**config.mk**
```make
export PLATFORM = sky130hd
export DESIGN_NAME = axi_bridge_top
export DESIGN_NICKNAME = d
export VERILOG_FILES = /design/src/common/axi_bridge_pkg.sv /design/src/logic/req_fifo.sv /design/src/axi_bridge/rd_arbiter.sv /design/src/axi_bridge/axi_rd_engine.sv /design/src/axi_bridge/axi_bridge_top.sv
export VERILOG_INCLUDE_DIRS = /design/src /design/src/common
export SDC_FILE = /design/constraint.sdc
export NUM_CORES = 1
export LEC_CHECK = 0
export ABC_CLOCK_PERIOD_IN_PS = 3850
export BUFFER_PORTS_ARGS = -buffer_cell sky130_fd_sc_hd__buf_2
export CORE_MARGIN = 10
export CORE_UTILIZATION = 45
export DETAILED_ROUTE_END_ITERATION = 8
export GPL_TIMING_DRIVEN = 0
export PLACE_DENSITY = 0.75
export SYNTH_ARGS = -nofsm -noshare
export SYNTH_HDL_FRONTEND = slang
export SYNTH_SLANG_ARGS = --single-unit
export TNS_END_PERCENT = 10
```
**constraint.sdc**
```tcl
create_clock -name aclk -period 3.85 [get_ports aclk]
set_input_delay 0.5775 -clock aclk [delete_from_list [all_inputs] [get_ports aclk]]
set_output_delay 0.5775 -clock aclk [all_outputs]
set_load 0.02 [all_outputs]
```
**src/common/axi_bridge_consts.svh**
```systemverilog
`ifndef AXI_BRIDGE_CONSTS_SVH
`define AXI_BRIDGE_CONSTS_SVH

// bus and line geometry
`define ADDR_W          32
`define WORD_W          32
`define LINE_WORDS      4
`define LINE_W          128     // LINE_WORDS beats of WORD_W

`define ID_W            4

// request queue between arbiter and read engine
`define REQ_FIFO_DEPTH  4

// AXI encodings for the AR channel
`define AXI_SIZE_WORD   3'd2    // 4 bytes per beat
`define AXI_BURST_INCR  2'd1

// source code of a request, doubles as the AXI id
`define SRC_ICACHE      1'b0
`define SRC_UNCACHED    1'b1

`endif

```
**src/common/axi_bridge_pkg.sv**
```systemverilog
`include "axi_bridge_consts.svh"

package axi_bridge_pkg;

    // who asked for the read
    typedef enum logic {
        src_icache   = `SRC_ICACHE,
        src_uncached = `SRC_UNCACHED
    } src_t;

    // queued read request
    typedef struct packed {
        logic [`ADDR_W-1:0] addr;
        src_t               src;
    } rd_req_t;

    // read address channel payload
    typedef struct packed {
        logic [`ID_W-1:0]   id;
        logic [`ADDR_W-1:0] addr;
        logic [3:0]         len;
        logic [2:0]         size;
        logic [1:0]         burst;
    } axi_ar_t;

    // read data channel payload
    typedef struct packed {
        logic [`ID_W-1:0]   id;
        logic [`WORD_W-1:0] data;
        logic [1:0]         resp;
        logic               last;
    } axi_r_t;

    // word 0 of the line in the low bits
    typedef logic [`LINE_W-1:0] line_t;

endpackage

```
**src/logic/req_fifo.sv**
```systemverilog
`timescale 1ns/1ps
`include "axi_bridge_consts.svh"

module req_fifo #(
    parameter int DEPTH = `REQ_FIFO_DEPTH
) (
    input  logic                    aclk,
    input  logic                    arst_n,
    input  logic                    push,
    input  axi_bridge_pkg::rd_req_t din,
    input  logic                    pop,
    output axi_bridge_pkg::rd_req_t dout,
    output logic                    full,
    output logic                    empty
);
    import axi_bridge_pkg::*;

    localparam int PTR_W = (DEPTH > 1) ? $clog2(DEPTH) : 1;
    localparam int CNT_W = $clog2(DEPTH + 1);

    rd_req_t          mem [DEPTH];
    logic [PTR_W-1:0] wr_ptr;
    logic [PTR_W-1:0] rd_ptr;
    logic [CNT_W-1:0] count;    // entries held
    logic             do_push;
    logic             do_pop;

    // wrap at DEPTH, works for any depth
    function automatic logic [PTR_W-1:0] next_ptr(input logic [PTR_W-1:0] p);
        next_ptr = (p == PTR_W'(DEPTH - 1)) ? '0 : p + 1'b1;
    endfunction

    assign do_push = push && !full;
    assign do_pop  = pop && !empty;
    assign full    = (count == CNT_W'(DEPTH));
    assign empty   = (count == '0);
    assign dout    = mem[rd_ptr];  // head shows one cycle after its push

    always_ff @(posedge aclk or negedge arst_n) begin
        if (!arst_n) begin
            wr_ptr <= '0;
            rd_ptr <= '0;
            count  <= '0;
        end else begin
            if (do_push)
                wr_ptr <= next_ptr(wr_ptr);
            if (do_pop)
                rd_ptr <= next_ptr(rd_ptr);
            case ({do_push, do_pop})
                2'b10:   count <= count + 1'b1;
                2'b01:   count <= count - 1'b1;
                default: count <= count;  // none or both
            endcase
        end
    end

    always_ff @(posedge aclk) begin
        if (do_push)
            mem[wr_ptr] <= din;
    end

endmodule

```
**src/axi_bridge/rd_arbiter.sv**
```systemverilog
`timescale 1ns/1ps
`include "axi_bridge_consts.svh"

module rd_arbiter (
    input  logic                    aclk,
    input  logic                    arst_n,
    input  logic                    icache_req,
    input  logic [`ADDR_W-1:0]      icache_addr,
    output logic                    icache_rdy,
    input  logic                    uc_req,
    input  logic [`ADDR_W-1:0]      uc_addr,
    output logic                    uc_rdy,
    input  logic                    full,
    output logic                    push,
    output axi_bridge_pkg::rd_req_t req
);
    import axi_bridge_pkg::*;

    // byte offset bits inside one line
    localparam int OFS_W = $clog2(`LINE_W / 8);

    logic last_ic;  // icache won the last grant
    logic ic_take;
    logic uc_take;

    // when both wait the side that did not win last time goes first
    assign icache_rdy = !full && (!uc_req || !last_ic);
    assign uc_rdy     = !full && (!icache_req || last_ic);

    assign ic_take = icache_req && icache_rdy;
    assign uc_take = uc_req && uc_rdy;
    assign push    = ic_take || uc_take;  // written into the queue at this edge

    always_comb begin
        if (ic_take) begin
            // refills always fetch the whole line
            req.addr = {icache_addr[`ADDR_W-1:OFS_W], {OFS_W{1'b0}}};
            req.src  = src_icache;
        end else begin
            req.addr = uc_addr;
            req.src  = src_uncached;
        end
    end

    always_ff @(posedge aclk or negedge arst_n) begin
        if (!arst_n) begin
            last_ic <= 1'b0;  // icache first after reset
        end else if (ic_take) begin
            last_ic <= 1'b1;
        end else if (uc_take) begin
            last_ic <= 1'b0;
        end
    end

endmodule

```
**src/axi_bridge/axi_rd_engine.sv**
```systemverilog
`timescale 1ns/1ps
`include "axi_bridge_consts.svh"

module axi_rd_engine (
    input  logic                    aclk,
    input  logic                    arst_n,
    // request queue head
    input  axi_bridge_pkg::rd_req_t head,
    input  logic                    empty,
    output logic                    pop,
    // AR channel
    output axi_bridge_pkg::axi_ar_t ar,
    output logic                    arvalid,
    input  logic                    arready,
    // R channel
    input  axi_bridge_pkg::axi_r_t  r,
    input  logic                    rvalid,
    output logic                    rready,
    // returns
    output logic                    icache_ret_valid,
    output axi_bridge_pkg::line_t   icache_ret_data,
    output logic                    uc_ret_valid,
    output logic [`WORD_W-1:0]      uc_ret_data
);
    import axi_bridge_pkg::*;

    localparam int BEAT_W = $clog2(`LINE_WORDS);

    typedef enum logic [1:0] {
        st_idle,
        st_addr,
        st_data
    } state_t;

    state_t            state;
    rd_req_t           cur;         // request owning the bus
    logic [BEAT_W-1:0] beat_cnt;
    line_t             line_q;
    logic              beat_ok;

    // one burst at a time, next head taken only from idle
    assign pop     = (state == st_idle) && !empty;
    assign arvalid = (state == st_addr);
    assign rready  = (state == st_data);
    assign beat_ok = rvalid && rready;

    // AR fields come from the latched request so they hold while stalled
    always_comb begin
        ar.id    = {{(`ID_W-1){1'b0}}, cur.src};
        ar.addr  = cur.addr;
        ar.len   = (cur.src == src_icache) ? 4'(`LINE_WORDS - 1) : 4'd0;
        ar.size  = `AXI_SIZE_WORD;
        ar.burst = `AXI_BURST_INCR;
    end

    always_ff @(posedge aclk or negedge arst_n) begin
        if (!arst_n) begin
            state            <= st_idle;
            beat_cnt         <= '0;
            icache_ret_valid <= 1'b0;
            uc_ret_valid     <= 1'b0;
        end else begin
            // single-cycle return pulses
            icache_ret_valid <= 1'b0;
            uc_ret_valid     <= 1'b0;
            case (state)
                st_idle: begin
                    beat_cnt <= '0;
                    if (pop)
                        state <= st_addr;
                end
                st_addr: begin
                    if (arready)
                        state <= st_data;
                end
                st_data: begin
                    if (beat_ok) begin
                        beat_cnt <= beat_cnt + 1'b1;
                        if (r.last) begin
                            state            <= st_idle;
                            icache_ret_valid <= (cur.src == src_icache);
                            uc_ret_valid     <= (cur.src == src_uncached);
                        end
                    end
                end
                default: state <= st_idle;
            endcase
        end
    end

    always_ff @(posedge aclk) begin
        if (pop)
            cur <= head;
        // beat k lands in word k of the line
        if (beat_ok)
            line_q[beat_cnt*`WORD_W +: `WORD_W] <= r.data;
    end

    // line_q holds until the next burst starts, after the pulse
    assign icache_ret_data = line_q;
    assign uc_ret_data     = line_q[`WORD_W-1:0];  // single beat is word 0

endmodule

```
**src/axi_bridge/axi_bridge_top.sv**
```systemverilog
`timescale 1ns/1ps
`include "axi_bridge_consts.svh"

module axi_bridge_top (
    input  logic                    aclk,
    input  logic                    arst_n,
    // icache line refill requester
    input  logic                    icache_req,
    input  logic [`ADDR_W-1:0]      icache_addr,
    output logic                    icache_rdy,
    // uncached word requester
    input  logic                    uc_req,
    input  logic [`ADDR_W-1:0]      uc_addr,
    output logic                    uc_rdy,
    // AXI read channels
    output axi_bridge_pkg::axi_ar_t ar,
    output logic                    arvalid,
    input  logic                    arready,
    input  axi_bridge_pkg::axi_r_t  r,
    input  logic                    rvalid,
    output logic                    rready,
    // returns
    output logic                    icache_ret_valid,
    output axi_bridge_pkg::line_t   icache_ret_data,
    output logic                    uc_ret_valid,
    output logic [`WORD_W-1:0]      uc_ret_data
);
    import axi_bridge_pkg::*;

    logic    fifo_push;
    rd_req_t fifo_din;
    logic    fifo_full;
    logic    fifo_pop;
    rd_req_t fifo_head;
    logic    fifo_empty;

    rd_arbiter arb_i (
        .aclk        (aclk),
        .arst_n      (arst_n),
        .icache_req  (icache_req),
        .icache_addr (icache_addr),
        .icache_rdy  (icache_rdy),
        .uc_req      (uc_req),
        .uc_addr     (uc_addr),
        .uc_rdy      (uc_rdy),
        .full        (fifo_full),
        .push        (fifo_push),
        .req         (fifo_din)
    );

    req_fifo #(
        .DEPTH (`REQ_FIFO_DEPTH)
    ) fifo_i (
        .aclk   (aclk),
        .arst_n (arst_n),
        .push   (fifo_push),
        .din    (fifo_din),
        .pop    (fifo_pop),
        .dout   (fifo_head),
        .full   (fifo_full),
        .empty  (fifo_empty)
    );

    axi_rd_engine eng_i (
        .aclk             (aclk),
        .arst_n           (arst_n),
        .head             (fifo_head),
        .empty            (fifo_empty),
        .pop              (fifo_pop),
        .ar               (ar),
        .arvalid          (arvalid),
        .arready          (arready),
        .r                (r),
        .rvalid           (rvalid),
        .rready           (rready),
        .icache_ret_valid (icache_ret_valid),
        .icache_ret_data  (icache_ret_data),
        .uc_ret_valid     (uc_ret_valid),
        .uc_ret_data      (uc_ret_data)
    );

endmodule

```
After elaboration in Yosys (flattened, before gate mapping)
Memories as Yosys holds them, arrays and structs flattened. A register that Yosys moved wholly into a read port is not among the register bits.
Cells that the tools add are included.

word-level totals
  register bits = 142
  input bits = 109
  word-level logic and storage cells = 76
  output and inout bits = 211
  memories = 1
  bits in writable memories = 132

memory list
  memory      words  width  read ports  clocked after Yosys merged registers in  write ports  RTL line        source
  fifo_i.mem  4      33     1           1                                        1            req_fifo.sv:21  rd_req_t mem [DEPTH];

cells by class
  shift operators = 2
  mux-type cells = 23
  equality and inequality tests = 11
  bitwise gates (word level) = 1
  reduce and logical (&&, ||, !) cells = 23
  $add $sub $neg = 6

operators by type and width
  kind                         number
  $bwmux W128                  1
  $shift A32 B34 Y128 const A  1
  $shiftx A32 B34 Y128         1
  $neg A7 Y34                  1
  $mux W33                     1
  $mux W2                      8
  $mux W1                      10
  $eq A2 B2 Y1 const B         4
  $logic_and A1 B1 Y1          8
  $add A2 B1 Y2 const B        3
  $ne A2 B2 Y1 const B         3
  $pmux W2 S3                  1
  $pmux W3 S2                  1
  $reduce_bool A2 Y1           3
  $logic_not A1 Y1             5
  $eq A2 B1 Y1 const B         2
  $pmux W2 S2                  1
  $reduce_and A4 Y1            1
  $add A3 B1 Y3 const B        1
  $eq A3 B3 Y1 const B         1
  $logic_not A3 Y1             1
  $logic_or A1 B1 Y1           3
  $sub A3 B1 Y3 const B        1
  $logic_not A2 Y1             1
  3 further kinds              3

Depth between registers and ports, before layout
  depth in word-level cells = 8
  mapped depth = 9
  mapped depth without buffers = 9

Cells and area by module
Synthesis repeated with hierarchy kept, for this count alone.

unflattened totals
  cell total of the unflattened synthesis = 654
  area, all modules = 12275.5 µm²

by module, submodules not included
  module         instances  cells an instance  sequential area each (µm²)  area each (µm²)
  axi_rd_engine  1          395                4984.8                      6510.0
  req_fifo       1          214                4139.0                      5213.8
  rd_arbiter     1          45                 25.0                        551.8

Worst setup path after synthesis
OpenSTA, ideal clock, no wires.

  path type = reg2reg
  start point = register fifo_i.count[0]
  end point = register fifo_i.count[2]
  data arrival time = 2620 ps
  buffers on the path = 0
  clock period less this slack = 2699 ps
  setup time = 79 ps
  required time = 3771 ps
  slack = 1151 ps
  cell stages (with the launch flop) = 10
  path through = dfrtp_1 nor3_1 or3_1 inv_1 ha_1 inv_1 fa_1 xor2_1 nor2_1 xor2_1

on the way
  elaborated cells between the ends (all ways) = 18
  classes of those cells = 2 x add/sub; 3 x eq/ne; 1 x mux; 12 x reduce/logical

RTL lines
  item                                               RTL line             source
  start: declaration                                 req_fifo.sv:24       logic [CNT_W-1:0] count;
  start signal: assignment                           req_fifo.sv:50       2'b10: count <= count + 1'b1;
  start signal: assignment                           req_fifo.sv:51       2'b01: count <= count - 1'b1;
  start signal: assignment                           req_fifo.sv:52       default: count <= count;
  $logic_not A3 Y1 *                                 req_fifo.sv:36       assign empty = (count == '0);
  $logic_not A1 Y1 *                                 axi_rd_engine.sv:42  assign pop = (state == st_idle) && !empty;
  $logic_and A1 B1 Y1 *                              axi_rd_engine.sv:42
  net eng_i.pop                                      axi_rd_engine.sv:10  output logic pop,
  $logic_and A1 B1 Y1 *                              req_fifo.sv:34       assign do_pop = pop && !empty;
  $eq A2 B1 Y1 or $eq A2 B2 Y1 (tied branches)       req_fifo.sv:49       case ({do_push, do_pop})
  $pmux W3 S2 or $reduce_bool A2 Y1 (tied branches)  --

Mark *: on every way through the listed nets, which the timed path passes. The rest lies on a longest branch.
A chain may end at the register's enable or synchronous reset.

Worst setup path after layout
Same ends and word-level chain as after synthesis.

==> impl_results.md <==
* Top-area cell type share of the netlist area at 72.5%
* Arr. time, crit path at 3.26 ns
* IR drop worst, VDD at 0.468 mV
* Initial core utilization at 45.4%
* DIE AREA at 33,900 µm²
* Metal-1 WL at about 11,000 µm
* Input/output buffers at ~300
* Distinct cells, synth at 33
* Endpoints failing setup at 0
* Async SR Flop Fraction at under 10%
* Area Growth Syn to Fin at 23.7%
* Post-synth top area cell: edfxtp_1
* Clk_skew at 0.00818 ns
* Clock Path Buffers at 3
* Cts repair resizes at 0
* Gate Count Post-Synth at 643
* Postcts setup bufs at 0
* Slew HR at 39.5%
* Pleak at 0.00611 µW
* Clk slew on worst S/H paths at 0.06 ns
* GRT Total Usage at around 16%
* Max cap viols at 0
* 1st-iter DRT viols at 320
* Clock buffer count from CTS at 30
* Slowest cell on crit path: inv_2
* Fin nets at 1,105
* # rows at 60
* Critical Path, Cell by Cell: nor3_1 -> or3_1 -> inv_2 -> ha_1 -> inv_1 -> fa_1 -> xor2_1 -> nor2_1 -> xor2_1
* Post-synth top cells: 293 x edfxtp_1, 136 x and2_1, 46 x buf_4
* I/O pin count at 320
* Initial DRT Pass Iterations at 4
* CP Capture Type: register
* Main area contributors after synthesis: edfxtp_1 72%, and2_1 7.0%, mux4_2 6.1%, mux2_4 3.0%, dfrtp_1 2.9%
* CP Buf/Inv Count at 2
* Prevailing post-synth register cell: edfxtp_1
* RSZ-0062 raised after global routing: no
* Clk sinks at 307
* WL met3 at 2440 µm
* Max Used Layer: met5
* Worst-margin pin slew at between 0.9 and 1 ns
* Yosys Warn Count at 0
* Most frequent CP cell: xor2_1
* Vias per cell at 4.90
* ANT nets after route at 0
* Crit-path max FO at 34
* Largest net degree at the start of global routing at 35
* PD cells at 720 nW/µm²
* Final slew viol count at 0
* Final Hold Vio Count at 0
* Share of cells above drive strength 1 at a little under half
* Die Height at 184 µm
* Post-synth EDFFs at 293
* Mean post-synth cell area at 18.9 µm²
* DR vias at 6,600
* Die outline width at 184 µm
* CTS tree: done
* Worst setup SP type: register
* Outcome: complete, no violations
* Dpl hpwl at 20,100 µm
* Fin crit period at 2.79 ns
* Later-pin clock latency in the skew report at 0.54 ns
* Fmax at 0.358 GHz
* Total power at 10,800 µW
* Worst path top cell family by delay: buffers and inverters
* Final period util at 72.5%
* Count leader, synth: edfxtp_1
* HP Class: in -> reg
* Core Area at 26,700 µm²
* CP peak stage delay at 0.64 ns
* Initial antenna violation count at 2
* DR WL met2 at 14,100 µm
* Global-route wire length before repair at 41,400 µm
* DR DRC count at 0
* Final wirelength at around 28,000 µm
* Post-synthesis register bit count at 307
* Remaining Overflow, GRT at 0
* Number of global-route vias before repair at 7,052
* Cell Area, Synth at 12,100 µm²
* # H-tree levels at 1
* Per-cell routed wire length at 20.7 µm
* Routability Congestion at 0.803
* Setup tns final at 0 ns
* Root buf cell: clkbuf_16
* Req. time, crit path at 4.31 ns
* Register area share after synthesis at 75.4%
* Worst Setup Path Type: reg -> reg
-- registers in the layout (all words and copies together), names as in the netlist --
name,flops
fifo_i.mem,132
eng_i.icache_ret_data,128
eng_i.ar,33
fifo_i.count,3
eng_i.beat_cnt,2
eng_i.state,2
fifo_i.rd_ptr,2
fifo_i.wr_ptr,2
arb_i.last_ic,1
eng_i.icache_ret_valid,1
eng_i.uc_ret_valid,1
-- cell families after synthesis --
logic type	after synthesis	synth area share [%]
flops	307	75.4
simple gates	164	8.44
buf+inv	80	4.29
mux	65	9.84
fa+ha+maj	12	1.30
compound gates	10	0.474
xor+xnor	3	0.217
other cells	2	0.0619
-- what timing repair did --
item,CTS,global route
hold endpoints to repair,14,0
setup endpoints to repair,0,0
hold buffers,1,0
-- layer usage --
layer / GRT usage [%] / up-vias
met5: 0 / -
met4: 4.85 / 2
met3: 4.53 / 50
met2: 28.0 / 277
met1: 18.3 / 3255
li1: - / 3016
-- cells in the final DEF (no fill, tap or decap), types with 6 or more instances in the layout --
master and instances:
ha_1 11, conb_1 10, dfrtp_1 14, buf_4 46, buf_2 301, clkbuf_16 31, clkbuf_1 23, mux4_2 33
clkinv_1 8, nor2_1 7, mux2_4 24, o21ai_0 6, mux2_2 8, edfxtp_1 293, and2_1 132, inv_1 11
-- report_power, final --
part,internal (µW),total [µW],switching [µW]
logic,1280,3130,1850
clock network,1460,2620,1160
registers,4800,5070,275
total,7540,10800,3280
-- worst register-to-register path, delay by kind of cell (launching register included) --
kind | cells | cell delay, ns
DFF | 1 | 0.42
and+or+nand+nor | 3 | 0.59
adders and majority gates | 2 | 0.71
buffers and inverters | 2 | 0.70
xor gates and xnor gates | 2 | 0.30
-- worst paths after layout --
path                                          endpoint  slack, ns             from  depth (start not counted)
max in group asynchronous       eng_i.icache_ret_valid       3.01           arst_n                          2
min in group asynchronous              fifo_i.count[1]       0.54           arst_n                          2
worst min register to register         fifo_i.count[2]       0.48  fifo_i.count[2]                          1
worst min-delay path                    eng_i.state[0]       0.24          arready                          2
worst max register to register         fifo_i.count[2]       1.06  fifo_i.count[0]                          9
worst max-delay path                   fifo_i.count[2]       1.06  fifo_i.count[0]                          9
-- area by class of cell --
| type | instances | area (µm²) |
|---|---|---|
| fillers | 2058 | 11700 |
| flip-flops and latches | 307 | 9150 |
| multi-input cells | 264 | 2510 |
| repair buffers | 301 | 1540 |
| clock buffers | 40 | 810 |
| plain buffers | 68 | 475 |
| well taps | 341 | 427 |
| clock inverters | 13 | 60.1 |
| inverters | 12 | 45.0 |
| diodes | 1 | 2.50 |
-- per-stage QoR --
stage               worst slack (ns)  hold slack [ns]  cells  utilization (%)  cell area (µm²)
global placement               0.414            0.477   1290             52.7            14100
CTS                            0.937            0.218   1346             56.2            15000
global route                   0.807            0.232   1347             56.2            15000
finish                          1.06            0.244   1347             56.2            15000
floorplan                       1.15            0.282    651                -            12200
detailed placement             0.977            0.483   1292             52.9            14100
No activity file was read; power rests on OpenSTA's default activity.
